$ cat config.mk
export PLATFORM = sky130hd
export DESIGN_NAME = prob_accumulator
export DESIGN_NICKNAME = d
export VERILOG_FILES = /design/src/hdl/bbox_cfg_pkg.sv /design/src/hdl/bbox_word_pkg.sv /design/src/hdl/prob_accumulator.sv
export SDC_FILE = /design/constraint.sdc
export NUM_CORES = 2
export LEC_CHECK = 0
export BUFFER_PORTS_ARGS = -buffer_cell sky130_fd_sc_hd__buf_2
export CORE_MARGIN = 3
export CORE_UTILIZATION = 34
export CTS_BUF_LIST = sky130_fd_sc_hd__clkbuf_16
export DETAILED_ROUTE_END_ITERATION = 6
export PLACE_DENSITY = 0.59
export RECOVER_POWER = 50
export SYNTH_ARGS = -nofsm -noshare
export SYNTH_HDL_FRONTEND = slang
export SYNTH_SLANG_ARGS = --single-unit
$ cat constraint.sdc
create_clock -name clk -period 8.9 [get_ports clk]
set_input_delay 0.89 -clock clk [delete_from_list [all_inputs] [get_ports clk]]
set_output_delay 0.89 -clock clk [all_outputs]
set_load 0.02 [all_outputs]
$ cat src/hdl/bbox_cfg_pkg.sv
`default_nettype none

package bbox_cfg_pkg;

    //////////////////////////////
    // default sizes
    //////////////////////////////

    parameter int NUM_PIXELS_DEF = 16;  // pixels per frame
    parameter int NUM_FRAMES_DEF = 3;   // frames per set, 2 or more
    parameter int NUM_SETS_DEF   = 5;

    //////////////////////////////
    // widths
    //////////////////////////////

    parameter int PIX_W   = 8;
    parameter int SET_W   = 3;

    // four 16 bit lanes per beat, up to 64 frames
    parameter int SUM_W   = 24;

    // sum times a 16 bit scale
    parameter int SCORE_W = 40;

    typedef logic [PIX_W-1:0]   pix_idx_t;
    typedef logic [SET_W-1:0]   set_idx_t;
    typedef logic [SUM_W-1:0]   prob_sum_t;
    typedef logic [SCORE_W-1:0] score_t;

endpackage

`default_nettype wire

$ cat src/hdl/bbox_word_pkg.sv
`default_nettype none

package bbox_word_pkg;

    parameter int LANE_W = 16;

    typedef logic [LANE_W-1:0] lane_t;

    //////////////////////////////
    // 64 bit stream beat
    //////////////////////////////

    // later frames use all four lanes for probabilities,
    // the first frame of a set gives lane 0 to the scale
    typedef union packed {
        lane_t [3:0] prob;          // prob[0] in bits 15:0
        struct packed {
            lane_t [2:0] prob;      // bits 63:16
            lane_t       scale;     // bits 15:0
        } first;
    } stream_word_t;

endpackage

`default_nettype wire

$ cat src/hdl/prob_accumulator.sv
`timescale 1ns/1ps
`default_nettype none

module prob_accumulator #(
    parameter int NUM_PIXELS = bbox_cfg_pkg::NUM_PIXELS_DEF,
    parameter int NUM_FRAMES = bbox_cfg_pkg::NUM_FRAMES_DEF,
    parameter int NUM_SETS   = bbox_cfg_pkg::NUM_SETS_DEF
) (
    input  logic                        clk,
    input  logic                        reset,
    input  logic                        beat_strobe,
    input  bbox_word_pkg::stream_word_t beat_word,
    input  bbox_cfg_pkg::set_idx_t      beat_set,
    input  bbox_cfg_pkg::pix_idx_t      beat_pixel,
    input  logic                        first_frame,
    input  bbox_cfg_pkg::set_idx_t      rd_set,
    input  bbox_cfg_pkg::pix_idx_t      rd_pixel,
    output logic                        set_done_strobe,
    output bbox_cfg_pkg::set_idx_t      done_set,
    output bbox_cfg_pkg::prob_sum_t     rd_sum,
    output bbox_word_pkg::lane_t        rd_scale
);

    localparam int DEPTH   = NUM_SETS * NUM_PIXELS;
    localparam int ADDR_W  = $clog2(DEPTH);
    localparam int FRAME_W = $clog2(NUM_FRAMES);

    bbox_cfg_pkg::prob_sum_t sum_mem   [DEPTH];
    bbox_word_pkg::lane_t    scale_mem [DEPTH];

    logic [ADDR_W-1:0]       wr_addr;
    logic [ADDR_W-1:0]       rd_addr;
    bbox_cfg_pkg::prob_sum_t lane_total;
    bbox_cfg_pkg::prob_sum_t new_sum;
    logic [FRAME_W-1:0]      frame_cnt;   // frames seen in the current set
    logic                    last_pixel;

    // set major layout
    assign wr_addr    = ADDR_W'(int'(beat_set) * NUM_PIXELS + int'(beat_pixel));
    assign rd_addr    = ADDR_W'(int'(rd_set) * NUM_PIXELS + int'(rd_pixel));
    assign last_pixel = (beat_pixel == bbox_cfg_pkg::pix_idx_t'(NUM_PIXELS - 1));

    //////////////////////////////
    // lane decode and sum
    //////////////////////////////

    always_comb begin
        lane_total = '0;
        if (first_frame) begin
            for (int i = 0; i < 3; i++) begin
                lane_total = lane_total + bbox_cfg_pkg::prob_sum_t'(beat_word.first.prob[i]);
            end
        end else begin
            for (int i = 0; i < 4; i++) begin
                lane_total = lane_total + bbox_cfg_pkg::prob_sum_t'(beat_word.prob[i]);
            end
        end
        // first frame starts a fresh sum
        new_sum = first_frame ? lane_total : sum_mem[wr_addr] + lane_total;
    end

    always_ff @(posedge clk) begin
        if (beat_strobe) begin
            sum_mem[wr_addr] <= new_sum;
            if (first_frame) begin
                scale_mem[wr_addr] <= beat_word.first.scale;
            end
        end
        rd_sum   <= sum_mem[rd_addr];    // scanner read port, 1 cycle
        rd_scale <= scale_mem[rd_addr];
        if (beat_strobe) begin
            done_set <= beat_set;
        end
    end

    //////////////////////////////
    // set completion
    //////////////////////////////

    always_ff @(posedge clk) begin
        if (reset) begin
            frame_cnt       <= '0;
            set_done_strobe <= 1'b0;
        end else begin
            set_done_strobe <= 1'b0;
            if (beat_strobe && last_pixel) begin
                if (first_frame) begin
                    frame_cnt <= FRAME_W'(1);
                end else if (frame_cnt == FRAME_W'(NUM_FRAMES - 1)) begin
                    frame_cnt       <= '0;
                    set_done_strobe <= 1'b1;  // last sum written on this same edge
                end else begin
                    frame_cnt <= frame_cnt + 1'b1;
                end
            end
        end
    end

endmodule

`default_nettype wire

Word level (Yosys, flattened, before mapping)

Memories as Yosys holds them, arrays and structs flattened. A register that Yosys moved wholly into a read port is not among the register bits.
Cells that the tools add are included.
Widths: inputs -> output; s select.

Reductions and logical operators: 2
Bitwise gates (word level): 1
Add/sub/neg operators: 9
Equal/unequal tests: 2
Muxes and demuxes: 10

Operators with widths:

| operator            | number |
|---|---|
| $add 17x16->18      | 2 |
| $add 16x16->17      | 2 |
| $add 24x24->24      | 1 |
| $mux 24             | 1 |
| $add 18x16->19      | 1 |
| $mux 19             | 1 |
| $add 7x7->7         | 2 |
| $eq 8x4->1 const B  | 1 |
| $mux 1              | 6 |
| $mux 2              | 2 |
| $reduce_or 3->1     | 1 |
| $add 2x1->2 const B | 1 |
| $eq 2x2->1 const B  | 1 |
| $logic_and 1x1->1   | 1 |
| $not 1->1           | 1 |

Output and inout bits: 44
Memory bits (writable): 3,200
Logic and storage cells: 29
Register bits after elaboration: 6
Input port bits: 90
Memories kept: 2

Memories:

| memory    | words | width | rd ports | clocked after Yosys merged registers in | wr ports | RTL line               | text |
|---|---|---|---|---|---|---|---|
| sum_mem   | 80    | 24    | 2        | 1                                       | 1        | prob_accumulator.sv:28 | `bbox_cfg_pkg::prob_sum_t sum_mem [DEPTH];` |
| scale_mem | 80    | 16    | 1        | 1                                       | 1        | prob_accumulator.sv:29 | `bbox_word_pkg::lane_t scale_mem [DEPTH];` |

Logic depth before layout (Yosys ltp)

Depth after elaboration: 6
Depth in mapped cells: 26
Gate-level depth less buffers: 26

Worst setup path before layout

Ideal clock, no wire load.

Path kind: input -> register
From: in beat_word[1] in the netlist's numbering
To: mem sum_mem[0][19] in the netlist's numbering (data pin)
Stages on the path: 24
Setup slack: -0.013 ns
Arrival: 8.115 ns
Path buffers: 0
Setup time: 0.798 ns
Required time: 8.102 ns
Path through: inv_1 fa_1 inv_1 fa_1 ha_1 inv_1 fa_1 nor2b_1 o21a_1 o21ai_0 a211o_1 a31oi_1 o21ai_0 a21boi_0 a211o_1 nand2_1 ha_1 a21o_1 a21oi_1 o21ai_0 a31oi_1 nand2b_1 and3_1 nor3_1

Word-level cells in the longest chain between the ends: 6

Ends and longest elaborated chain:

| element               | RTL line               | text |
|---|---|---|
| start: declaration    | prob_accumulator.sv:12 | `input bbox_word_pkg::stream_word_t beat_word,` |
| $add 16x16->17        | prob_accumulator.sv:55 | `lane_total = lane_total + bbox_cfg_pkg::prob_sum_t'(beat_word.prob[i]);` |
| $add 17x16->18        | prob_accumulator.sv:55 |  |
| $add 18x16->19        | prob_accumulator.sv:55 |  |
| $mux 19               | prob_accumulator.sv:49 | `if (first_frame) begin` |
| $add 24x24->24        | prob_accumulator.sv:59 | `new_sum = first_frame ? lane_total : sum_mem[wr_addr] + lane_total;` |
| $mux 24               | prob_accumulator.sv:59 |  |
| named net new_sum[19] | prob_accumulator.sv:34 | `bbox_cfg_pkg::prob_sum_t new_sum;` |
| end: declaration      | prob_accumulator.sv:28 |  |

The timed path passes the listed nets, and every way through them passes these cells.

Final worst setup path

From: in beat_pixel[4]
To: mem sum_mem[66][18] in the netlist's numbering (data pin)

Word-level cells in the longest chain between the ends: 4

Ends and longest elaborated chain:

| element               | RTL line               | text |
|---|---|---|
| start: declaration    | prob_accumulator.sv:14 | `input bbox_cfg_pkg::pix_idx_t beat_pixel,` |
| $add 7x7->7           | prob_accumulator.sv:39 | `assign wr_addr = ADDR_W'(int'(beat_set) * NUM_PIXELS + int'(beat_pixel));` |
| $mem_v2 80x24         | n/a                    |  |
| $add 24x24->24        | prob_accumulator.sv:59 |  |
| $mux 24               | prob_accumulator.sv:59 |  |
| named net new_sum[18] | prob_accumulator.sv:34 |  |

The timed path passes the listed nets, and every way through them passes these cells.

==> metrics.csv <==
metric,value,unit
ys flop type,edfxtp_1,
chip width,649.3,um
Worst-Skew Late Latency,0.90,ns
post-route cell area,0.1596,mm^2
Synth Area in Simple Gates,0.02206,
Boundary Pins,134,
"Max stage delay cell, worst path",ha_1,
"Cell Area, Synth",0.1407,mm^2
core area,0.4108,mm^2
Cell variety after synth,90,
largest cells by area after synthesis,"edfxtp_1 68%, mux4_2 18%, o22ai_1 1.9%",
post-cts resize count,0,
Post-CTS Setup Repair Bufs,0,
register area share after synthesis,0.6898,
crit path cell chain,clkbuf_1 -> ha_1 -> buf_4 -> clkbuf_1 -> mux4_2 -> nand2_1 -> a31oi_1 -> ha_1 -> o21a_1 -> o21ai_0 -> a211o_1 -> and3_1 -> o31ai_1 -> buf_4 -> xnor2_1 -> nor2_4 -> buf_4,
Synth async-reset ratio,0,
Slew Limit Headroom,-1.862,
"leading cell type in the layout, fill and taps excluded",edfxtp_1,
CTS Root Buffer Type,clkbuf_16,
outcome,"finished, violations left",
All-Layer GR Usage,0.2190,
drt via density,6.258,
violated checks,"design-rule violations, max-capacitance violations, max-slew violations",
die area,0.4215,mm^2
routability cong.,0.8948,
CTS Sinks,3246,
initial antenna violation count,24,
DP HPWL,279.4,mm
Max VDD drop,0.2702,mV
"Largest delay share family, worst path",buffers and inverters,
number of synthesized flops with an enable pin,3203,
routed wire length per instance,35.87,um
fmax,0.1224,GHz
CTS Buf Count,318,
CP Data Required Time,9.62,ns
Post-layout nets,7748,
Post-DRT Antenna Nets,0,
Post-Syn Instances,7203,
complex-gate fraction of the synthesized area,0.05516,
mux share of post-synthesis cell area,0.1973,
Area Growth Syn to Fin,13.45,%
TritonCTS clock tree,done,
CP Capture Type,flop,
"commonest non-fill, non-tap cells in the layout","3,203 x edfxtp_1, 1,111 x mux4_2, 420 x o22ai_1, 323 x clkbuf_16, 258 x buf_4",
Hold Buf Count CTS,0,
DR iter-0 viols,13040,
largest net degree at the start of global routing,134,
Residual DRC,1,
Leak,0.04933,uW
RSZ-0062 raised after global routing,no,
first-pass GRT wire length,658.1,mm
Pwr Density,234.7,mW/mm^2
vias in the first global route,82540,
post-place setup slack,0.5952,ns
via count,82990,
critical path class,in2reg,
H-tree depth,5,
Synth Area in Adders,0.01202,
Startpoint Class,input pin,
cell mode on critical path,buf_4,
Pins Over Slew Limit,2746,
share of the synthesized area in the top cell type,0.6837,
largest family of logic cells by synthesized area,multiplexers,
total grt overflow,0,
Worst Tran Pin Value,4.294,ns
"area leader, netlist",edfxtp_1,
Syn Nets,7397,
Worst Path Buf+Inv,5,
share of cells above drive strength 1,0.2853,
"Cell Area, Placed",0.1504,mm^2
CTS max path bufs,4,
starting density of the core,0.3425,
Tcrit/Tclk final,0.9181,
Final Hold Fails,0,
Routed Wire Length,475.6,mm
#FFs+latches synth,3246,
Clock Skew,0.03934,ns
XOR/XNOR Fraction of Synth Area,0.002535,
Worst-path clk slew,0.06,ns
minimum clock period,8.171,ns
number of iterations in the first detailed-routing pass,7,
Worst Hold Class,in2reg,
WP data arrival,8.90,ns
Die Ht,649.3,um
Worst Path Max Fanout,65,
PortBufs,132,
Mean Syn Cell Area,19.53,um^2
Max-cap violations,76,
YS warnings,0,
row cnt,235,
"slowest stage delay, CP",1.49,ns
final setup fails,0,
final setup margin,0.7289,ns
stage by stage:
stage	util	std cells	total power [uW]	setup TNS (ns)	hold WS [ns]
after floorplan	-	7203	22190	-0.01151	0.4565
after global placement	0.3662	12690	24390	0	0.4789
after detailed placement	0.3662	12690	24580	0	0.4948
after CTS	0.3903	13250	37550	0	0.1354
after global routing	0.3885	13250	38530	0	0.1787
final	0.3885	13260	37460	0	0.2064
cells by family after synthesis:
kind of cell,after synthesis
flops,3246
fa+ha+maj,104
simple gates,658
compound gates,1155
xor+xnor,39
mux,1364
buf+inv,637
power breakdown:
group          leakage [uW]  internal [uW]  switching, uW  total (uW)
registers            0.0293          18600           49.0       18700
clock network       0.00511           7280           5860       13100
logic                0.0149           1610           4050        5660
worst paths after layout:
path                                           startpoint  slack (ns)  cells after the start                    endpoint
worst min-delay path                                reset        0.21                      2   frame_cnt[1]$_SDFFE_PP0P_
worst max register to register   sum_mem[34][0]$_DFFE_PP_        2.43                     20   sum_mem[64][18]$_DFFE_PP_
worst min register to register  frame_cnt[1]$_SDFFE_PP0P_        0.51                      2  set_done_strobe$_SDFF_PP0_
worst max-delay path                        beat_pixel[4]        0.73                     17   sum_mem[66][18]$_DFFE_PP_
worst register-to-register path, cell delays in order, from the launching register on:
cell	delay (ns)
edfxtp_1	0.41
mux2_2	0.18
a221oi_1	0.06
a21oi_1	0.16
a221o_1	0.15
o21ai_0	0.32
mux4_2	0.74
o21ai_0	0.26
ha_1	0.22
inv_1	0.07
fa_1	0.55
nor2b_1	0.18
o21a_1	0.14
o21ai_0	0.11
a211o_1	0.31
and3_1	0.18
o31ai_1	0.53
buf_4	0.23
xnor2_1	0.10
nor2_4	1.05
buf_4	0.38
final cells by class:
class                           instances  area [um^2]
Clock buffer                          323         8083
Tap cell                             5451         6820
Inverter                              120        456.7
Clock inverter                        243         1834
Timing Repair Buffer                  548         3766
Sequential cell                      3246        97040
Antenna cell                            9        22.52
Fill cell                           36670       251200
Multi-Input combinational cell       3320        41570
synthesized netlist by cell type, types with 11 or more instances:
library cell,number
a211oi_1,46
a21o_1,11
a21oi_1,135
a221oi_1,67
a22o_1,26
a22oi_1,92
a31oi_1,25
and3_1,14
buf_1,55
buf_2,197
buf_4,42
buf_6,22
clkbuf_1,200
dfxtp_1,43
edfxtp_1,3203
fa_1,52
ha_1,52
inv_1,117
mux2_2,156
mux2i_1,95
mux4_2,1111
nand2_1,134
nand2b_1,13
nand3_1,46
nand4_1,20
nor2_1,274
nor3_1,34
nor4_1,61
o211ai_1,18
o21ai_0,142
o221ai_1,72
o22a_1,12
o22ai_1,420
or4_1,12
xnor2_1,21
xor2_1,17
layer usage:
layer / routed length, um / global-route usage
met5: 169 / 0
met4: 25270 / 0.09998
met3: 54240 / 0.04891
met2: 219000 / 0.3412
met1: 177000 / 0.2935
flip-flops by register name (all words and copies together) (netlist names):
register and count:
done_set 3, frame_cnt 2, rd_scale 16, rd_sum 24
scale_mem 1280, set_done_strobe 1, sum_mem 1920
Note: power is estimated with default switching activity, not from simulation.
