## src/hdl/bbox_cfg_pkg.sv

```systemverilog
`default_nettype none

package bbox_cfg_pkg;

    //////////////////////////////
    // default sizes
    //////////////////////////////

    parameter int NUM_PIXELS_DEF = 16;  // pixels per frame
    parameter int NUM_FRAMES_DEF = 3;   // frames per set, 2 or more
    parameter int NUM_SETS_DEF   = 5;

    //////////////////////////////
    // widths
    //////////////////////////////

    parameter int PIX_W   = 8;
    parameter int SET_W   = 3;

    // four 16 bit lanes per beat, up to 64 frames
    parameter int SUM_W   = 24;

    // sum times a 16 bit scale
    parameter int SCORE_W = 40;

    typedef logic [PIX_W-1:0]   pix_idx_t;
    typedef logic [SET_W-1:0]   set_idx_t;
    typedef logic [SUM_W-1:0]   prob_sum_t;
    typedef logic [SCORE_W-1:0] score_t;

endpackage

`default_nettype wire

```

## src/hdl/bbox_word_pkg.sv

```systemverilog
`default_nettype none

package bbox_word_pkg;

    parameter int LANE_W = 16;

    typedef logic [LANE_W-1:0] lane_t;

    //////////////////////////////
    // 64 bit stream beat
    //////////////////////////////

    // later frames use all four lanes for probabilities,
    // the first frame of a set gives lane 0 to the scale
    typedef union packed {
        lane_t [3:0] prob;          // prob[0] in bits 15:0
        struct packed {
            lane_t [2:0] prob;      // bits 63:16
            lane_t       scale;     // bits 15:0
        } first;
    } stream_word_t;

endpackage

`default_nettype wire

```

## src/hdl/bbox_input_ctrl.sv

```systemverilog
`timescale 1ns/1ps
`default_nettype none

module bbox_input_ctrl #(
    parameter int NUM_PIXELS = bbox_cfg_pkg::NUM_PIXELS_DEF,
    parameter int NUM_FRAMES = bbox_cfg_pkg::NUM_FRAMES_DEF,
    parameter int NUM_SETS   = bbox_cfg_pkg::NUM_SETS_DEF
) (
    input  logic                        clk,
    input  logic                        reset,
    input  bbox_word_pkg::stream_word_t stream_data,
    input  logic                        stream_valid,
    output logic                        stream_ready,
    input  logic                        read_done,
    input  logic                        best_strobe,
    input  bbox_cfg_pkg::set_idx_t      best_set,
    input  bbox_cfg_pkg::pix_idx_t      best_pixel,
    output logic                        beat_strobe,
    output bbox_word_pkg::stream_word_t beat_word,
    output bbox_cfg_pkg::set_idx_t      beat_set,
    output bbox_cfg_pkg::pix_idx_t      beat_pixel,
    output logic                        first_frame,
    output logic [63:0]                 box_word,
    output bbox_cfg_pkg::set_idx_t      box_set,
    output bbox_cfg_pkg::pix_idx_t      box_pixel,
    output logic                        box_valid
);

    localparam int FRAME_W = $clog2(NUM_FRAMES);

    localparam logic [2:0] ST_START     = 3'd0;  // one idle cycle after reset
    localparam logic [2:0] ST_PROB      = 3'd1;
    localparam logic [2:0] ST_WAIT_BEST = 3'd2;
    localparam logic [2:0] ST_BOX       = 3'd3;
    localparam logic [2:0] ST_HOLD      = 3'd4;

    logic [2:0]             state;
    bbox_cfg_pkg::pix_idx_t pix_cnt;
    logic [FRAME_W-1:0]     frame_cnt;
    bbox_cfg_pkg::set_idx_t set_cnt;
    logic                   take;
    logic                   last_pixel;
    logic                   last_frame;
    logic                   last_set;
    logic                   hit;

    assign take       = stream_valid && stream_ready;
    assign last_pixel = (pix_cnt == bbox_cfg_pkg::pix_idx_t'(NUM_PIXELS - 1));
    assign last_frame = (frame_cnt == FRAME_W'(NUM_FRAMES - 1));
    assign last_set   = (set_cnt == bbox_cfg_pkg::set_idx_t'(NUM_SETS - 1));
    assign hit        = (set_cnt == box_set) && (pix_cnt == box_pixel);

    //////////////////////////////
    // phase control and counters
    //////////////////////////////

    always_ff @(posedge clk) begin
        if (reset) begin
            state        <= ST_START;
            stream_ready <= 1'b0;
            beat_strobe  <= 1'b0;
            box_valid    <= 1'b0;
            pix_cnt      <= '0;
            frame_cnt    <= '0;
            set_cnt      <= '0;
        end else begin
            beat_strobe <= 1'b0;
            case (state)
                ST_START: begin
                    stream_ready <= 1'b1;
                    state        <= ST_PROB;
                end
                ST_PROB: begin
                    if (take) begin
                        beat_strobe <= 1'b1;
                        pix_cnt     <= pix_cnt + 1'b1;
                        if (last_pixel) begin
                            pix_cnt   <= '0;
                            frame_cnt <= frame_cnt + 1'b1;
                            if (last_frame) begin
                                frame_cnt <= '0;
                                set_cnt   <= set_cnt + 1'b1;
                                if (last_set) begin
                                    set_cnt      <= '0;
                                    stream_ready <= 1'b0;  // hold off until scan is done
                                    state        <= ST_WAIT_BEST;
                                end
                            end
                        end
                    end
                end
                ST_WAIT_BEST: begin
                    if (best_strobe) begin
                        stream_ready <= 1'b1;
                        state        <= ST_BOX;
                    end
                end
                ST_BOX: begin
                    if (take) begin
                        pix_cnt <= pix_cnt + 1'b1;
                        if (last_pixel) begin
                            pix_cnt <= '0;
                            set_cnt <= set_cnt + 1'b1;
                            if (last_set) begin
                                set_cnt      <= '0;
                                stream_ready <= 1'b0;
                                box_valid    <= 1'b1;
                                state        <= ST_HOLD;
                            end
                        end
                    end
                end
                ST_HOLD: begin
                    if (read_done) begin
                        box_valid    <= 1'b0;
                        stream_ready <= 1'b1;  // next run starts right away
                        state        <= ST_PROB;
                    end
                end
                default: state <= ST_START;
            endcase
        end
    end

    //////////////////////////////
    // beat and result payload
    //////////////////////////////

    always_ff @(posedge clk) begin
        if (state == ST_PROB && take) begin
            beat_word   <= stream_data;
            beat_set    <= set_cnt;
            beat_pixel  <= pix_cnt;
            first_frame <= (frame_cnt == '0);
        end
        if (state == ST_WAIT_BEST && best_strobe) begin
            box_set   <= best_set;    // winning position, also the capture target
            box_pixel <= best_pixel;
        end
        if (state == ST_BOX && take && hit) begin
            box_word <= stream_data;
        end
    end

endmodule

`default_nettype wire

```

## config.mk

```make
export PLATFORM = sky130hd
export DESIGN_NAME = bbox_input_ctrl
export DESIGN_NICKNAME = d
export VERILOG_FILES = /design/src/hdl/bbox_cfg_pkg.sv /design/src/hdl/bbox_word_pkg.sv /design/src/hdl/bbox_input_ctrl.sv
export SDC_FILE = /design/constraint.sdc
export NUM_CORES = 1
export LEC_CHECK = 0
export ABC_CLOCK_PERIOD_IN_PS = 8950
export BUFFER_PORTS_ARGS = -buffer_cell sky130_fd_sc_hd__buf_4
export CELL_PAD_IN_SITES_DETAIL_PLACEMENT = 0
export CELL_PAD_IN_SITES_GLOBAL_PLACEMENT = 1
export CORE_AREA = 3 3 112 141
export CTS_CLUSTER_DIAMETER = 80
export DETAILED_ROUTE_END_ITERATION = 8
export DIE_AREA = 0 0 115 144
export PLACE_DENSITY = 0.79
export REMOVE_ABC_BUFFERS = 1
export SYNTH_ARGS = -nofsm -noshare
export SYNTH_HDL_FRONTEND = slang
export SYNTH_SLANG_ARGS = --single-unit
```

## constraint.sdc

```tcl
create_clock -name clk -period 8.95 [get_ports clk]
set_clock_uncertainty 0.05 [all_clocks]
set_input_delay 0.4475 -clock clk [delete_from_list [all_inputs] [get_ports clk]]
set_output_delay 0.4475 -clock clk [all_outputs]
set_load 0.05 [all_outputs]
```

# Word level (Yosys, flattened, before mapping)
# Cells that the tools add are included.
# word_totals
regBits	170
input_bits	80
output_inout_bits	154
wordCells	89
# op_classes
n_addsub	3
n_eq_ne	18
muxes	34
n_bitwise	1
reduce_logical	19
# op_table
op	count
$mux 3	15
$ne 2x2->1 const B	9
$pmux 3 s5	1
$mux 1	13
$reduce_and 9->1	1
$add 8x1->8 const B	1
$eq 8x4->1 const B	1
$eq 8x8->1	1
$mux 8	1
$reduce_and 8->1	1
$eq 3x2->1 const B	2
$eq 3x3->1 const B	2
$logic_and 1x1->1	6
$pmux 3 s2	1
$reduce_and 6->1	1
$pmux 1 s5	1
$reduce_and 5->1	1
$reduce_bool 5->1	1
$reduce_bool 2->1	2
$reduce_or 2->1	2
$add 3x1->3 const B	1
$eq 3x1->1 const B	1
$eq 3x3->1	1
$logic_not 3->1	1
other kinds (8)	8

# Depth between registers and ports, before layout
# logic_depth
ltp_word	6
depth_mapped	6
ltp_nobuf	6

# Least setup slack after synthesis
# Ideal clock, no wire load.
# synth_path
kind	register to register
start	register box_pixel[5]
end	register box_word[0] (enable)
setup_ps	644
arrival_ps	7298
t_required_ps	8256
setup_slack_ps	957
stages_incl_launch_ff	5
n_path_buf	0
synth_period_minus_slack_ps	7993
path_cell_list	edfxtp_1 -> xor2_1 -> nor4_1 -> nand4_1 -> nor4_1
# synth_between
elab_chain_cells	3
# synth_lines
element	line_no	rtl
start, declared	bbox_input_ctrl.sv:25	output bbox_cfg_pkg::pix_idx_t box_pixel,
start signal, assigned	bbox_input_ctrl.sv:138	box_pixel <= best_pixel;
$eq 8x8->1	bbox_input_ctrl.sv:51	assign hit = (set_cnt == box_set) && (pix_cnt == box_pixel);
$logic_and 1x1->1	bbox_input_ctrl.sv:51	
$logic_and 1x1->1	bbox_input_ctrl.sv:140	if (state == ST_BOX && take && hit) begin
end signal, assigned	bbox_input_ctrl.sv:141	box_word <= stream_data;
end, declared	bbox_input_ctrl.sv:23	output logic [63:0] box_word,
# No other way between the ends.
# A chain may end at the register's enable or synchronous reset.

# Worst setup path after layout
# layout_path
start	register state[2]
end	register beat_pixel[6] (enable)
# layout_between
elab_chain_cells	2
# layout_lines
element	line_no	rtl
start, declared	bbox_input_ctrl.sv:37	logic [2:0] state;
start signal, assigned	bbox_input_ctrl.sv:59	state <= ST_START;
start signal, assigned	bbox_input_ctrl.sv:71	state <= ST_PROB;
start signal, assigned	bbox_input_ctrl.sv:86	state <= ST_WAIT_BEST;
$eq 3x1->1	bbox_input_ctrl.sv:130	if (state == ST_PROB && take) begin
$logic_and 1x1->1	bbox_input_ctrl.sv:130	
end signal, assigned	bbox_input_ctrl.sv:133	beat_pixel <= pix_cnt;
end, declared	bbox_input_ctrl.sv:21	output bbox_cfg_pkg::pix_idx_t beat_pixel,
# No other way between the ends.

==> impl_metrics.json <==
{
  "vdd_drop_max_mv": 0.0968,
  "critical_path_depth": 3,
  "hpwl_mm": 10.7,
  "final_max_slew_viol_count": 0,
  "yosys_most_used_dff": "sky130_fd_sc_hd__edfxtp_1",
  "drt_first_pass_iters": 5,
  "drt_wl_total_mm": 14.0,
  "leakage_nw": 3.19,
  "synthArstFlopShare": 0,
  "port-buffer-count": 233,
  "cpMaxStageDelayCell": "sky130_fd_sc_hd__nor2_4",
  "ys.warnings.count": 0,
  "regToRegStartpoint": "state[2]",
  "post-cts-setup-buffers": 0,
  "hold_path_depth": 1,
  "placed_instance_area_um2": 7600,
  "path_class": "reg -> reg",
  "cts_sinks": 170,
  "routedWlPerCell_um": 19.5,
  "postLayoutCellArea_um2": 8220,
  "min-delay-path-class": "in -> reg",
  "period_minus_slack_ns": 2.76,
  "number_of_endpoints_with_negative_hold_slack_in_the_final_report": 0,
  "ff2ff_setup_slack_ns": 6.19,
  "hp-start": "best_set[2]",
  "globalplace.congestion": 0.849,
  "final_net_count": 609,
  "syn-cell-area_um2": 5670,
  "critical_path_buf_inv_count": 1,
  "timing.critical_path.to_type": "flop",
  "sequential_to_total_area_share_from_yosys_stat": 0.867,
  "vias": 3370,
  "detail_route.iter0.violations": 250,
  "maxCapViolations": 0,
  "cp_data_required_time_ns": 8.96,
  "synth_cells": 279,
  "grt_antenna_before_repair": 1,
  "cts_tree": "done",
  "boundaryPins": 234,
  "finish.utilization": 0.568,
  "timing.critical_path.arrival_ns": 2.77,
  "final_common_cell": "sky130_fd_sc_hd__buf_4",
  "grt_first_pass_wirelength_mm": 19.7,
  "crit-reg2reg-capture": "beat_pixel[6]",
  "critical-path-max-stage-delay_ns": 0.90,
  "drc_errors": 0,
  "grt_max_degree": 65,
  "worstPathCellList": "nand4b_1 > nor2_4 > buf_4",
  "ant_nets": 0,
  "postSynthRegisterBits": 170,
  "netlist-cell-type-count": 37,
  "hold_buffers": 0,
  "root_buffer": "sky130_fd_sc_hd__clkbuf_16",
  "cpLargestDelayFamily": "simple AND/OR/NAND/NOR gates",
  "synthesis.area_per_instance_um2": 20.3,
  "post_synth_main_area_contributors": "sky130_fd_sc_hd__edfxtp_1, sky130_fd_sc_hd__dfxtp_1, sky130_fd_sc_hd__xnor2_1",
  "rows": 49,
  "global_route.overflow_total": 0,
  "die_area_um2": 16600,
  "most-common-layout-cells": "sky130_fd_sc_hd__buf_4, sky130_fd_sc_hd__edfxtp_1, sky130_fd_sc_hd__dfxtp_1, sky130_fd_sc_hd__clkbuf_16, sky130_fd_sc_hd__nor2_1",
  "worst_r2r_path_depth": 3,
  "fmax_ghz": 0.362,
  "area.growth.synth_to_final_pct": 44.9,
  "cts.repair.resized": 0,
  "setup_violations": 0,
  "clock_insertion_delay_worst_skew_ns": 0.42,
  "unrepaired_setup_endpoints_after_global_routing": "false",
  "worst_slew_margin_rel": 0.212,
  "outcome": "complete, no violations",
  "p_per_area_nw_per_um2": 213,
  "crit_path_start_kind": "flop",
  "final.period_utilization": 0.308,
  "die_x_extent_um": 115,
  "maximum_net_fanout_on_the_critical_path": 40,
  "start_util": 0.392,
  "design.core.area_um2": 14500,
  "die_y_um": 144,
  "fin_setup_tns_ns": 0,
  "clk_transition_reported_paths_ns": 0.06,
  "layout-drive-gt1-share": 0.511,
  "worstHoldEndpoint": "box_set[2]",
  "htree_num_levels": 4,
  "first_global_vias": 3404,
  "drt-vias-per-instance": 4.70,
  "grt_util_all_layers": 0.164,
  "synth_edf_count": 151,
  "tritoncts_buffer_count": 17,
  "max-clock-path-buffers": 2,
  "worst-slew-pin-transition_ns": 1.18,
  "yosysTopAreaCell": "sky130_fd_sc_hd__edfxtp_1",
  "synth_largest_type_area_fraction": 0.800
}
[area by class of cell]
cell class,count,area (um2)
inverter,7,26.3
multi-input combinational,95,673
fill,1114,6250
clock buffer,17,425
timing repair buffer,235,1760
sequential,170,4910
tap,178,223
clock inverter,14,186
antenna,1,2.50
[how the worst max path moves through the flow]
stage	from	end	slack (ns)
after global routing	state[2]	beat_pixel[6]	5.98
after detailed placement	stream_valid	beat_word[25]	6.08
after CTS	state[2]	beat_word[57]	6.14
after floorplan	box_pixel[5]	box_word[0]	0.96
after global placement	stream_valid	beat_word[58]	6.15
final	state[2]	beat_pixel[6]	6.19
[flip-flops by register name, indices dropped and copies added, names as in the netlist, 2 cells and up]
name / count
box_set: 3
box_word: 64
frame_cnt: 2
pix_cnt: 8
beat_set: 3
box_pixel: 8
state: 3
set_cnt: 3
beat_pixel: 8
beat_word: 64
[per-stage QoR]
stage / power [mW] / hold WS [ns] / setup WS (ns) / cells
after CTS: 1.77 / 0.129 / 6.14 / 716
after detailed placement: 1.02 / 0.404 / 6.08 / 685
after global routing: 1.81 / 0.123 / 5.98 / 716
after global placement: 1.01 / 0.396 / 6.15 / 685
final: 1.75 / 0.149 / 6.19 / 717
after floorplan: 0.960 / 0.403 / 0.957 / 272
[where the power goes]
group	internal (mW)	switching [mW]
registers	0.880	0.00647
clock network	0.445	0.307
logic	0.0401	0.0718
total	1.37	0.385
[cells by family (layout without fill, tap and decap cells)]
group	Yosys count	in the layout	synth area share
fa+ha+maj	3	3	0.00662
flops	170	170	0.867
mux	3	3	0.00530
simple gates	58	58	0.0583
other cells	0	1	0
buf+inv	14	273	0.0181
xor+xnor	18	18	0.0278
compound gates	13	13	0.0172
[cells in the mapped netlist, drive strengths merged, types with 2 or more instances]
cell     count
inv          7
dfxtp       19
and3         3
and4b        2
nor4         3
a21oi        6
ha           3
xor2         8
xnor2       10
nor2        15
nor3         7
nand3        5
nor2b        2
nand2        8
mux2i        3
buf          6
nand4        7
o2111ai      2
edfxtp     151
[per-layer routing]
metal  vias to the layer above  wire [um]  GRT usage
met3                        18       1630     0.0808
li1                       1570          -          -
met1                      1598       5020      0.181
met5                         -         15          0
met2                       182       7110      0.277
met4                         2        237     0.0569
[worst reg2reg max path, stage by stage (launching register included)]
cell and delay, ns:
sky130_fd_sc_hd__dfxtp_1 0.40, sky130_fd_sc_hd__nand4b_1 0.41, sky130_fd_sc_hd__nor2_4 0.90, sky130_fd_sc_hd__buf_4 0.62
(Power assumes the default switching activity.)
