File: src/hdl/bbox_cfg_pkg.sv
`default_nettype none

package bbox_cfg_pkg;

    //////////////////////////////
    // default sizes
    //////////////////////////////

    parameter int NUM_PIXELS_DEF = 16;  // pixels per frame
    parameter int NUM_FRAMES_DEF = 3;   // frames per set, 2 or more
    parameter int NUM_SETS_DEF   = 5;

    //////////////////////////////
    // widths
    //////////////////////////////

    parameter int PIX_W   = 8;
    parameter int SET_W   = 3;

    // four 16 bit lanes per beat, up to 64 frames
    parameter int SUM_W   = 24;

    // sum times a 16 bit scale
    parameter int SCORE_W = 40;

    typedef logic [PIX_W-1:0]   pix_idx_t;
    typedef logic [SET_W-1:0]   set_idx_t;
    typedef logic [SUM_W-1:0]   prob_sum_t;
    typedef logic [SCORE_W-1:0] score_t;

endpackage

`default_nettype wire

File: src/hdl/bbox_word_pkg.sv
`default_nettype none

package bbox_word_pkg;

    parameter int LANE_W = 16;

    typedef logic [LANE_W-1:0] lane_t;

    //////////////////////////////
    // 64 bit stream beat
    //////////////////////////////

    // later frames use all four lanes for probabilities,
    // the first frame of a set gives lane 0 to the scale
    typedef union packed {
        lane_t [3:0] prob;          // prob[0] in bits 15:0
        struct packed {
            lane_t [2:0] prob;      // bits 63:16
            lane_t       scale;     // bits 15:0
        } first;
    } stream_word_t;

endpackage

`default_nettype wire

File: src/hdl/argmax_scanner.sv
`timescale 1ns/1ps
`default_nettype none

module argmax_scanner #(
    parameter int NUM_PIXELS = bbox_cfg_pkg::NUM_PIXELS_DEF,
    parameter int NUM_SETS   = bbox_cfg_pkg::NUM_SETS_DEF
) (
    input  logic                    clk,
    input  logic                    reset,
    input  logic                    set_done_strobe,
    input  bbox_cfg_pkg::set_idx_t  done_set,
    output bbox_cfg_pkg::set_idx_t  rd_set,
    output bbox_cfg_pkg::pix_idx_t  rd_pixel,
    input  bbox_cfg_pkg::prob_sum_t rd_sum,
    input  bbox_word_pkg::lane_t    rd_scale,
    output logic                    best_strobe,
    output bbox_cfg_pkg::set_idx_t  best_set,
    output bbox_cfg_pkg::pix_idx_t  best_pixel
);

    logic                   scanning;
    logic                   scan_last;
    logic                   pipe_valid;   // rd_sum and rd_scale belong to pipe_set/pipe_pixel
    bbox_cfg_pkg::set_idx_t pipe_set;
    bbox_cfg_pkg::pix_idx_t pipe_pixel;
    bbox_cfg_pkg::score_t   score;
    bbox_cfg_pkg::score_t   best_score;
    logic                   take_best;

    assign scan_last = (rd_pixel == bbox_cfg_pkg::pix_idx_t'(NUM_PIXELS - 1));
    assign score     = bbox_cfg_pkg::score_t'(rd_sum) * bbox_cfg_pkg::score_t'(rd_scale);

    // strict compare keeps the earliest position on ties;
    // set 0 pixel 0 restarts the search for a new run
    assign take_best = pipe_valid
                     && ((pipe_set == '0 && pipe_pixel == '0) || score > best_score);

    //////////////////////////////
    // address walk
    //////////////////////////////

    always_ff @(posedge clk) begin
        if (reset) begin
            scanning    <= 1'b0;
            rd_set      <= '0;
            rd_pixel    <= '0;
            pipe_valid  <= 1'b0;
            best_strobe <= 1'b0;
        end else begin
            pipe_valid  <= scanning;
            best_strobe <= pipe_valid
                        && pipe_pixel == bbox_cfg_pkg::pix_idx_t'(NUM_PIXELS - 1)
                        && pipe_set == bbox_cfg_pkg::set_idx_t'(NUM_SETS - 1);
            if (set_done_strobe) begin
                scanning <= 1'b1;
                rd_set   <= done_set;
                rd_pixel <= '0;
            end else if (scanning) begin
                if (scan_last) begin
                    scanning <= 1'b0;
                end else begin
                    rd_pixel <= rd_pixel + 1'b1;
                end
            end
        end
    end

    //////////////////////////////
    // score compare
    //////////////////////////////

    always_ff @(posedge clk) begin
        pipe_set   <= rd_set;      // align with registered read data
        pipe_pixel <= rd_pixel;
        if (take_best) begin
            best_score <= score;
            best_set   <= pipe_set;
            best_pixel <= pipe_pixel;
        end
    end

endmodule

`default_nettype wire

File: config.mk
export PLATFORM = sky130hd
export DESIGN_NAME = argmax_scanner
export DESIGN_NICKNAME = d
export VERILOG_FILES = /design/src/hdl/bbox_cfg_pkg.sv /design/src/hdl/bbox_word_pkg.sv /design/src/hdl/argmax_scanner.sv
export SDC_FILE = /design/constraint.sdc
export NUM_CORES = 1
export LEC_CHECK = 0
export BUFFER_PORTS_ARGS = -buffer_cell sky130_fd_sc_hd__buf_2
export CORE_ASPECT_RATIO = 1.25
export CORE_MARGIN = 4
export CORE_UTILIZATION = 59
export CTS_CLUSTER_SIZE = 20
export DETAILED_ROUTE_END_ITERATION = 8
export MAX_ROUTING_LAYER = met4
export PLACE_DENSITY = 0.8
export SLEW_MARGIN = 20
export SYNTH_ARGS = -nofsm -noshare
export SYNTH_HDL_FRONTEND = slang
export SYNTH_SLANG_ARGS = --single-unit
export TNS_END_PERCENT = 50
File: constraint.sdc
create_clock -name clk -period 8.14 [get_ports clk]
set_input_delay 1.221 -clock clk [delete_from_list [all_inputs] [get_ports clk]]
set_output_delay 1.221 -clock clk [all_outputs]
set_load 0.02 [all_outputs]
==> Word level (Yosys, flattened, before mapping) <==
Index checks and enable logic that the tools add are counted.
{ "word_totals": {"reg_bits": 76, "inputBits": 46, "out_inout_bits": 23, "word_cells": 29} }
{ "classes": {"n_addsub": 1, "multipliers": 1, "magnitude_cmp": 1, "n_eq_ne": 3, "n_mux": 3, "bitwise_logic": 1, "reduce_logical": 9} }
{ "op_table": {"columns": ["cell", "n"], "rows": [
  ["$gt A40 B40 Y1", 1],
  ["$mul A24 B16 Y40", 1],
  ["$eq A8 B4 Y1 const B", 2],
  ["$add A8 B1 Y8 const B", 1],
  ["$logic_not A8 Y1", 1],
  ["$logic_and A1 B1 Y1", 4],
  ["$eq A3 B3 Y1 const B", 1],
  ["$logic_not A3 Y1", 1],
  ["$mux W1", 3],
  ["$reduce_and A2 Y1", 1],
  ["$reduce_or A2 Y1", 1],
  ["$logic_or A1 B1 Y1", 1],
  ["$not A1 Y1", 1]
]} }

==> Longest topological paths before layout <==
Gate-level depths: netlist of run 1.
{ "logic_depth": {"ltp_word": 4, "ltp_mapped": 32, "mapped_depth_nobuf": 30} }

==> Worst setup path before layout of run 1 <==
Ideal clock, no wire load.
{ "synth_timing": {"path_type": "in2reg", "start": "input port rd_sum[19]", "end": "register best_pixel[0], enable pin", "setup_ps": 389, "t_arrival_ps": 8204, "required_time_ps": 7751, "setup_slack_ps": -453, "cell_stages": 31, "path_buffers": 2, "cell_sequence": "clkbuf_1 > nand2_1 > fa_1 > inv_1 > fa_1 > inv_1 > fa_1 > inv_1 > fa_1 > fa_1 > inv_1 > fa_1 > inv_1 > ha_1 > clkbuf_1 > a21o_1 > o21bai_1 > nand2_1 > a21boi_0 > o32a_1 > a21oi_1 > o21ai_0 > o311a_1 > ha_1 > nand4_1 > nor2_1 > o21ai_0 > o211ai_1 > a31oi_1 > o21ai_0 > a31o_2"} }
{ "synth_via": {"elab_chain_len": 4} }
{ "synth_lines": {"columns": ["element", "line_no", "text"], "rows": [
  ["start, declared", "argmax_scanner.sv:14", "input bbox_cfg_pkg::prob_sum_t rd_sum,"],
  ["$mul A24 B16 Y40", "argmax_scanner.sv:31", "assign score = bbox_cfg_pkg::score_t'(rd_sum) * bbox_cfg_pkg::score_t'(rd_scale);"],
  ["named net score[37]", "argmax_scanner.sv:26", "bbox_cfg_pkg::score_t score;"],
  ["$gt A40 B40 Y1", "argmax_scanner.sv:36", "&& ((pipe_set == '0 && pipe_pixel == '0) || score > best_score);"],
  ["$logic_or A1 B1 Y1", "argmax_scanner.sv:36", null],
  ["$logic_and A1 B1 Y1", "argmax_scanner.sv:36", null],
  ["named net take_best", "argmax_scanner.sv:28", "logic take_best;"],
  ["end signal, assigned", "argmax_scanner.sv:78", "best_pixel <= pipe_pixel;"],
  ["end, declared", "argmax_scanner.sv:18", "output bbox_cfg_pkg::pix_idx_t best_pixel"]
]} }
The timed path passes the listed nets, and every way through them passes these cells.
A chain may end at the register's enable or synchronous reset.

==> Worst setup path in the final report of run 1 <==
{ "layout_timing": {"start": "input port rd_sum[7]", "end": "register best_score[11], enable pin"} }
{ "layout_via": {"elab_chain_len": 4} }
{ "layout_lines": {"columns": ["element", "line_no", "text"], "rows": [
  ["$mul A24 B16 Y40", "argmax_scanner.sv:31", null],
  ["named net score[36]", "argmax_scanner.sv:26", null],
  ["$gt A40 B40 Y1", "argmax_scanner.sv:36", null],
  ["$logic_or A1 B1 Y1", "argmax_scanner.sv:36", null],
  ["$logic_and A1 B1 Y1", "argmax_scanner.sv:36", null],
  ["named net take_best", "argmax_scanner.sv:28", null],
  ["end signal, assigned", "argmax_scanner.sv:76", "best_score <= score;"],
  ["end, declared", "argmax_scanner.sv:27", "bbox_cfg_pkg::score_t best_score;"]
]} }
The timed path passes the listed nets, and every way through them passes these cells.

==> results of run 1 <==
[Yosys cell counts (all sizes together) (2+ instances only)]
library cell	instances
inv	396
fa	306
nand2	251
and2	164
ha	153
clkbuf	68
edfxtp	51
a21oi	46
nor2	34
a21o	31
xnor2	27
o21ai	26
dfxtp	25
nand3	17
nand4	16
xor2	16
nor3	10
a31oi	9
and3	8
o21bai	6
a211oi	5
nor2b	5
mux2i	4
o211ai	4
a21boi	3
and4	3
o31ai	3
a311oi	2
a31o	2
a41oi	2
buf	2
nand2b	2
nor4	2
nor4b	2
o21a	2
or2	2
or4	2
[sequential cells by signal, summed over array words and instances, names as in the netlist]
signal / cells
rd_pixel: 8
pipe_valid: 1
pipe_pixel: 8
pipe_set: 3
best_score: 40
best_strobe: 1
rd_set: 3
best_pixel: 8
scanning: 1
best_set: 3
[per-layer routing]
metal  vias up  global-route usage
met5         -                   -
met4         0             0.08563
met3       192             0.02310
met2       601              0.4758
met1      6420              0.3083
li1       5655                   -
[repair_timing]
| action | 4_1_cts | 5_1_grt |
|---|---|---|
| hold buffers | 0 | 0 |
| buffers inserted | 3 | 21 |
| endpoints found under the setup margin | 51 | 51 |
| cloned | 0 | 5 |
| resized for setup | 32 | 175 |
| pin swaps | 5 | 52 |
[area by class of cell]
| type | count | area [sq um] |
|---|---|---|
| Antenna cell | 1 | 2.502 |
| Clock buffer | 10 | 229.0 |
| Clock inverter | 6 | 111.4 |
| Fill cell | 1686 | 6982 |
| Inverter | 396 | 1486 |
| Multi-Input combinational cell | 1178 | 12580 |
| Sequential cell | 76 | 2032 |
| Tap cell | 340 | 425.4 |
| Timing Repair Buffer | 268 | 2332 |
[cell families (layout without fill, tap and decap cells)]
kind of cell	Yosys count	after routing
simple gates	522	522
compound gates	150	150
fa+ha+maj	459	459
mux	4	4
flops	76	76
buf+inv	466	680
other cells	0	1
xor+xnor	43	43
[metrics by stage]
stage          instance area [sq um]  cells  utilization  setup TNS (ps)  setup WS [ps]
2_1_floorplan                  15830   1720            -               0          3.670
3_5_place_dp                   17730   2229       0.6771          -27680         -545.7
5_1_grt                        19200   2275       0.7333          -14860         -303.7
3_3_place_gp                   17730   2229       0.6771          -20500         -406.6
4_1_cts                        18220   2248       0.6958               0          5.483
6_report                       19200   2275       0.7333           -2797         -66.13
[path summary, 6_finish.rpt]
kind | startpoint | to | slack, ps
worst max-delay path | rd_sum[7] | best_score[11] | -70
worst min-delay path | rd_set[2] | pipe_set[2] | 370
worst max register to register | best_score[13] | best_score[11] | 5540
worst min register to register | rd_set[2] | pipe_set[2] | 370
==> impl_metrics.env, run 1 <==
export IMPL_via_per_inst=5.656
export IMPL_crit_path_frequent_cell="fa_1"
export IMPL_violations="setup timing"
export IMPL_cpMaxStageDelayCell="fa_1"
export IMPL_antenna_found_initial=1
export IMPL_slew_headroom=0.5772
export IMPL_die_y_um=191.0
export IMPL_die_width_um=154.4
export IMPL_drv_cap=0
export IMPL_synth_main_ff_cell="edfxtp_1"
export IMPL_min_path_cells=0
export IMPL_vias=12870
export IMPL_ys_top_cells_by_area="fa_1 39%, ha_1 12%, edfxtp_1 9.7%"
export IMPL_wl_met1_um=14540
export IMPL_antenna_left=0
export IMPL_nets=2434
export IMPL_hold_viol_final=0
export IMPL_die_area_sq_um=29480
export IMPL_yosys_area_top_type_share=0.3877
export IMPL_cts_made_buffers=9
export IMPL_start_util=0.6036
export IMPL_synthToLayoutAreaGrowth_pct=21.48
export IMPL_grt_start_max_net_pins=25
export IMPL_htree_levels=3
export IMPL_rsz0062_at_grt="yes"
export IMPL_fin_ws_ps=-66.13
export IMPL_fmax_mhz=121.9
export IMPL_syn_area_sq_um=15800
export IMPL_track_usage=0.2622
export IMPL_overflow=0
export IMPL_rr_worst_depth=8
export IMPL_yosysUniqueCellTypes=60
export IMPL_path_buf_inv=5
export IMPL_async_flop_share=0
export IMPL_fin_skew_ps=6.761
export IMPL_path_delay_family="adder cells"
export IMPL_insertion_delay_ps=330
export IMPL_fin_crit_sh=1.008
export IMPL_drive_gt1_frac=0.2011
export IMPL_layout_commonest_cell="inv_1"
export IMPL_synth_compound_area_frac=0.06438
export IMPL_cp_slowest_stage_delay_ps=560
export IMPL_drcViolationCount=0
export IMPL_hpwlAfterDp_um=30870
export IMPL_top_layer="met4"
export IMPL_cts_tree="done"
export IMPL_synth_edf_count=51
export IMPL_hold_path_class="reg -> reg"
export IMPL_slew_viol_final=0
export IMPL_first_pass_iters=8
export IMPL_clkTransAtPathRegs_ps=60
export IMPL_status="finished with violations"
export IMPL_wl_met2_um=21720
export IMPL_grt_pass1_wl_um=62380
export IMPL_row_count=66
export IMPL_cp_num_cells=26
export IMPL_worstSetupStartpointType="primary input"
export IMPL_tightest_slew_ps=626.0
export IMPL_synthXorXnorAreaFrac=0.02383
export IMPL_worstPathRequired_ps=8230
export IMPL_wire_per_inst_um=17.80
export IMPL_ys_ff_latch=76
export IMPL_holdWs_ps=371.6
export IMPL_grt_pass1_vias=13720
export IMPL_crit_type="in -> reg"
export IMPL_synth_top_family_by_area="adder cells"
export IMPL_ios=69
export IMPL_yosysTopAreaCell="fa_1"
export IMPL_coreArea_sq_um=26180
export IMPL_wl_um=40500
export IMPL_synth_seq_area_share=0.1286
export IMPL_gp_congestion=0.9244
export IMPL_critPathCaptureType="flip-flop"
export IMPL_synthesis_instances=1720
export IMPL_syn_avg_cell_area_sq_um=9.187
export IMPL_cts_root_buf="clkbuf_16"
export IMPL_cts_sinks=76
export IMPL_setup_viol=51
export IMPL_wl_met3_um=2290
export IMPL_final_cell_mix="386 x inv_1, 295 x fa_1, 245 x nand2_1, 181 x buf_4, 154 x and2_1"
export IMPL_fin_crit_ps=8206
export IMPL_first_iter_violations=912
export IMPL_crit_fanout=12
export IMPL_clk_path_buf_depth=2
export IMPL_synth_nets=2225
export IMPL_yosys_warnings=0
export IMPL_synthMuxAreaShare=0.002534
export IMPL_synthSimpleGateAreaFrac=0.1611
export IMPL_worst_ep_arrival_time_ps=8290
export IMPL_port_buffers=68
export IMPL_synth_fa_ha_area_frac=0.5088
Power of run 1 is not shown: default switching activity piles up to over one toggle a cycle in this logic, so the estimate is an artifact.
==> inputs of run 2 (changes only) <==
--- a/config.mk
+++ b/config.mk
@@ -13,6 +13,7 @@
 export DETAILED_ROUTE_END_ITERATION = 8
 export MAX_ROUTING_LAYER = met4
 export PLACE_DENSITY = 0.8
+export SETUP_SLACK_MARGIN = 0.2
 export SLEW_MARGIN = 20
 export SYNTH_ARGS = -nofsm -noshare
 export SYNTH_HDL_FRONTEND = slang
==> run 2 against run 1 <==
  * The run now ends clean
  * Core utilization down 0.79 points
  * Register-to-register slack worse by 40 ps
  * Worst setup slack gained 71 ps
  * Critical path depth is 2 higher
  * Non-clock buffer count is 5 lower
  * Clock-buffer cell count is 1 higher
  * Routed wire length shrank 5.6%
  * Final cell count down 0.26%
==> impl_metrics.env, run 2 (same netlist as run 1, synthesis figures left out) <==
export IMPL_diodes=0
export IMPL_track_usage=0.2747
export IMPL_wl_um=38250
export IMPL_first_pass_iters=5
export IMPL_first_iter_violations=697
export IMPL_die_area_sq_um=29480
export IMPL_rr_worst_depth=8
export IMPL_use_met1=0.3114
export IMPL_grt_util_met3=0.02921
export IMPL_status="complete, no violations"
export IMPL_setup_viol=0
export IMPL_wire_per_inst_um=16.86
export IMPL_cts_root_buf="clkbuf_16"
export IMPL_rsz0062_at_grt="yes"
export IMPL_largest_register_ffs=40
export IMPL_min_path_cells=0
export IMPL_worst_ep_arrival_time_ps=8240
export IMPL_regArea_sq_um=2032
export IMPL_grt_busiest_layer="met2"
export IMPL_cts_made_buffers=9
export IMPL_multi_input_area_sq_um=12610
export IMPL_antenna_found_initial=0
export IMPL_drive_gt1_frac=0.2001
export IMPL_start_util=0.6036
export IMPL_hold_path_class="reg -> reg"
export IMPL_insertion_delay_ps=330
export IMPL_hold_viol_final=0
export IMPL_largest_register="best_score"
export IMPL_slew_viol_final=0
export IMPL_fin_skew_ps=5.469
export IMPL_coreArea_sq_um=26180
export IMPL_drcViolationCount=0
export IMPL_synthToLayoutAreaGrowth_pct=20.18
export IMPL_antenna_left=0
export IMPL_gp_congestion=0.9159
export IMPL_hpwlAfterDp_um=31140
export IMPL_fin_ws_ps=5.332
export IMPL_placed_cells=2230
export IMPL_via_per_inst=5.483
export IMPL_nets=2429
export IMPL_crit_type="in -> reg"
export IMPL_use_met2=0.5017
export IMPL_worstPathRequired_ps=8240
export IMPL_fmax_mhz=122.9
export IMPL_fin_crit_ps=8135
export IMPL_overflow=0
export IMPL_die_width_um=154.4
export IMPL_final_cell_mix="391 x inv_1, 292 x fa_1, 242 x nand2_1, 192 x buf_4, 159 x and2_1"
export IMPL_clk_path_buf_depth=2
export IMPL_vias=12440
export IMPL_fin_crit_sh=0.9993
export IMPL_htree_levels=3
export IMPL_cts_hold_buffers_added=0
export IMPL_layout_commonest_cell="inv_1"
export IMPL_crit_fanout=10
export IMPL_row_count=66
export IMPL_tightest_slew_ps=635.2
export IMPL_holdWs_ps=370.2
export IMPL_drv_cap=0
export IMPL_grt_pass1_wl_um=64650
export IMPL_ios=69
export IMPL_grt_start_max_net_pins=25
export IMPL_port_buffers=68
export IMPL_cts_sinks=76
export IMPL_critPathCaptureType="flip-flop"
export IMPL_grt_pass1_vias=13940
export IMPL_slew_headroom=0.5709
export IMPL_stdcell_count=2269
export IMPL_n_fill_cell=1777
export IMPL_clkTransAtPathRegs_ps=60
export IMPL_worstSetupStartpointType="primary input"
export IMPL_cts_tree="done"
export IMPL_dpl_worst_slack_ps=-628.7
export IMPL_die_y_um=191.0
[run 2: cell count changes in the layout (fill, tap and decap cells not counted), sizes merged]
cell,delta
buf,-3
bufinv,-3
inv,+4
clkinv,-2
diode,-1
clkbuf,-1
[run 2: path summary, 6_finish.rpt]
path,startpoint,slack [ps],endpoint
max,rd_sum[7],5,best_score[26]
min,rd_set[2],370,pipe_set[2]
max reg2reg,best_score[13],5500,best_score[26]
min reg2reg,rd_set[2],370,pipe_set[2]
[run 2: area by class of cell]
cell class,count,area share
flip-flops and latches,76,0.1070
clock inverters,5,0.002438
repair buffers,263,0.1119
well taps,340,0.02240
clock buffers,11,0.01390
multi-input cells,1178,0.6640
inverters,396,0.07828
[run 2: per-layer routing]
metal  vias to the layer above  share of wire
met5                         -              0
met4                         0          0.040
met3                       148          0.042
met2                       392           0.55
met1                      6272           0.37
li1                       5628              -
[run 2: through the flow]
step	setup TNS (ps)	util	instance area, sq um
after floorplan	0	-	16010
after global placement	-17740	0.6767	17710
after detailed placement	-31780	0.6767	17710
after CTS	0	0.7103	18590
after global routing	-9648	0.7254	18990
final	0	0.7254	18990
[run 2: critical path, cell delays in order]
cell and delay [ps]:
buf_4 170, buf_4 160, and2_1 170, fa_1 500, fa_1 520, fa_2 630
fa_2 440, fa_1 500, inv_1 60, fa_1 490, inv_1 70, ha_4 270
and2_4 130, buf_4 110, nand3_1 80, o21bai_1 150, a21oi_1 200, a211oi_2 120
nor4_1 290, nor3_1 90, xnor2_1 150, ha_1 290, nand4_1 160, nor2_2 190
nand3_2 90, or4_4 440, a31o_4 340, clkbuf_16 190
[run 2: repair_timing]
action | in CTS | in global routing
pin swaps | 19 | 50
endpoints found under the setup margin | 51 | 51
gates cloned | 1 | 2
setup buffers | 12 | 8
resized for setup | 99 | 66
Power of run 2 is left out for the same reason.
==> inputs of run 3 (changes only) <==
--- a/config.mk
+++ b/config.mk
@@ -6,13 +6,11 @@
 export NUM_CORES = 1
 export LEC_CHECK = 0
 export BUFFER_PORTS_ARGS = -buffer_cell sky130_fd_sc_hd__buf_2
-export CORE_ASPECT_RATIO = 1.25
 export CORE_MARGIN = 4
-export CORE_UTILIZATION = 59
+export CORE_UTILIZATION = 25
 export CTS_CLUSTER_SIZE = 20
 export DETAILED_ROUTE_END_ITERATION = 8
 export MAX_ROUTING_LAYER = met4
-export PLACE_DENSITY = 0.8
 export SETUP_SLACK_MARGIN = 0.2
 export SLEW_MARGIN = 20
 export SYNTH_ARGS = -nofsm -noshare
==> run 3 against run 2 <==
  * Sequential share of layout area is 0.34 points lower
  * Non-clock buffer count is 8 higher
  * Routed wire length is 0.28% lower
  * Core utilization is 41 points lower
  * Critical path type unchanged
==> impl_metrics.env, run 3 (same netlist as run 1, synthesis figures left out) <==
export IMPL_htree_levels=3
export IMPL_row_count=91
export IMPL_hpwlAfterDp_um=33260
export IMPL_final_cell_mix="383 x inv_1, 289 x fa_1, 241 x nand2_1, 197 x buf_4, 155 x and2_1"
export IMPL_insertion_delay_ps=340
export IMPL_n_fill_cell=6467
export IMPL_placed_cells=2735
export IMPL_coreArea_sq_um=62170
export IMPL_vias=11930
export IMPL_hold_viol_final=0
export IMPL_start_util=0.2542
export IMPL_wl_met1_um=18130
export IMPL_drive_gt1_frac=0.2075
export IMPL_antenna_found_initial=0
export IMPL_slew_viol_final=0
export IMPL_critPathCaptureType="flip-flop"
export IMPL_cts_made_buffers=9
export IMPL_rsz0062_at_grt="yes"
export IMPL_ios=69
export IMPL_drv_cap=0
export IMPL_synthToLayoutAreaGrowth_pct=24.16
export IMPL_grt_pass1_wl_um=65090
export IMPL_hold_path_class="reg -> reg"
export IMPL_drcViolationCount=0
export IMPL_fin_skew_ps=13.57
export IMPL_crit_fanout=9
export IMPL_wire_per_inst_um=13.75
export IMPL_via_per_inst=4.302
export IMPL_wl_met3_um=1285
export IMPL_first_pass_iters=5
export IMPL_worst_ep_arrival_time_ps=8190
export IMPL_place_area_sq_um=18460
export IMPL_grt_pass1_vias=13040
export IMPL_die_area_sq_um=67290
export IMPL_clkTransAtPathRegs_ps=60
export IMPL_crit_type="in -> reg"
export IMPL_slew_headroom=0.5916
export IMPL_fmax_mhz=123.6
export IMPL_status="complete, no violations"
export IMPL_holdWs_ps=384.5
export IMPL_first_iter_violations=576
export IMPL_largest_register_ffs=40
export IMPL_clk_path_buf_depth=2
export IMPL_top_layer="met4"
export IMPL_dpl_worst_slack_ps=-496.3
export IMPL_cts_tree="done"
export IMPL_grt_start_max_net_pins=25
export IMPL_worstPathRequired_ps=8240
export IMPL_diodes=0
export IMPL_wl_um=38140
export IMPL_cts_sinks=76
export IMPL_fin_ws_ps=50.28
export IMPL_die_y_um=259.4
export IMPL_fin_crit_sh=0.9938
export IMPL_gp_congestion=0.8846
export IMPL_setup_viol=0
export IMPL_fin_area_sq_um=19620
export IMPL_stdcell_count=2774
export IMPL_layout_commonest_cell="inv_1"
export IMPL_largest_register="best_score"
export IMPL_port_buffers=68
export IMPL_cts_root_buf="clkbuf_16"
export IMPL_wl_met2_um=18330
export IMPL_track_usage=0.1191
export IMPL_fin_crit_ps=8090
export IMPL_worstSetupStartpointType="primary input"
export IMPL_antenna_left=0
export IMPL_die_width_um=259.4
export IMPL_tightest_slew_ps=604.6
export IMPL_overflow=0
export IMPL_nets=2437
-- run 3: changes by cell type in the layout (fill, tap and decap cells not counted), sizes merged --
cell,change
buf,+10
clkbuf,-2
clkinv,+1
inv,-1
-- run 3: final cells by class --
| cell class | instances | area, sq um | share of cell area |
|---|---|---|---|
| Tap cell | 837 | 1047 | 0.05338 |
| Timing Repair Buffer | 271 | 2247 | 0.1145 |
| Inverter | 396 | 1486 | 0.07577 |
| Multi-Input combinational cell | 1178 | 12540 | 0.6390 |
| Clock inverter | 5 | 33.78 | 0.001722 |
| Clock buffer | 11 | 235.2 | 0.01199 |
| Sequential cell | 76 | 2032 | 0.1036 |
-- run 3: stage by stage --
step                TNS (ps)    util
global placement      -20150  0.2969
detailed placement    -24690  0.2969
global route           -6557  0.3156
CTS                        0  0.3101
finish                     0  0.3156
floorplan                  0       -
-- run 3: path summary, 6_finish.rpt --
path              slack [ps]       endpoint           start  cells after the start
setup / recovery          50  best_score[8]       rd_sum[4]                     28
hold / removal           380    pipe_set[1]       rd_set[1]                      0
setup reg to reg        5510  best_score[8]  best_score[13]                      8
hold reg to reg          380    pipe_set[1]       rd_set[1]                      0
-- run 3: what timing repair did --
action,in CTS,in global routing
pin swaps,20,49
setup endpoints to repair,51,51
buffers inserted,10,11
resized for setup,105,69
hold buffers,0,0
hold endpoints to repair,0,0
cloned,0,2
-- run 3: routing by layer --
metal / GRT usage / vias up
li1: - / 5646
met1: 0.1622 / 6049
met2: 0.1955 / 205
met3: 0.01483 / 34
met4: 0.01739 / 0
met5: - / -
-- run 3: critical path: stages --
cell,delay [ps]
buf_2,170
and2_4,180
fa_1,510
inv_1,60
fa_1,540
inv_1,50
fa_1,490
fa_1,430
fa_1,510
inv_1,60
fa_1,520
inv_2,50
ha_4,300
nand2_4,70
o41ai_4,380
buf_4,170
nand4b_1,160
a211oi_2,120
nor4_1,300
nor3_1,90
xnor2_1,160
ha_1,290
nand4_1,140
nor2_2,170
nand3_2,110
or4_4,430
a31o_4,320
clkbuf_16,190
Power of run 3 is left out for the same reason.
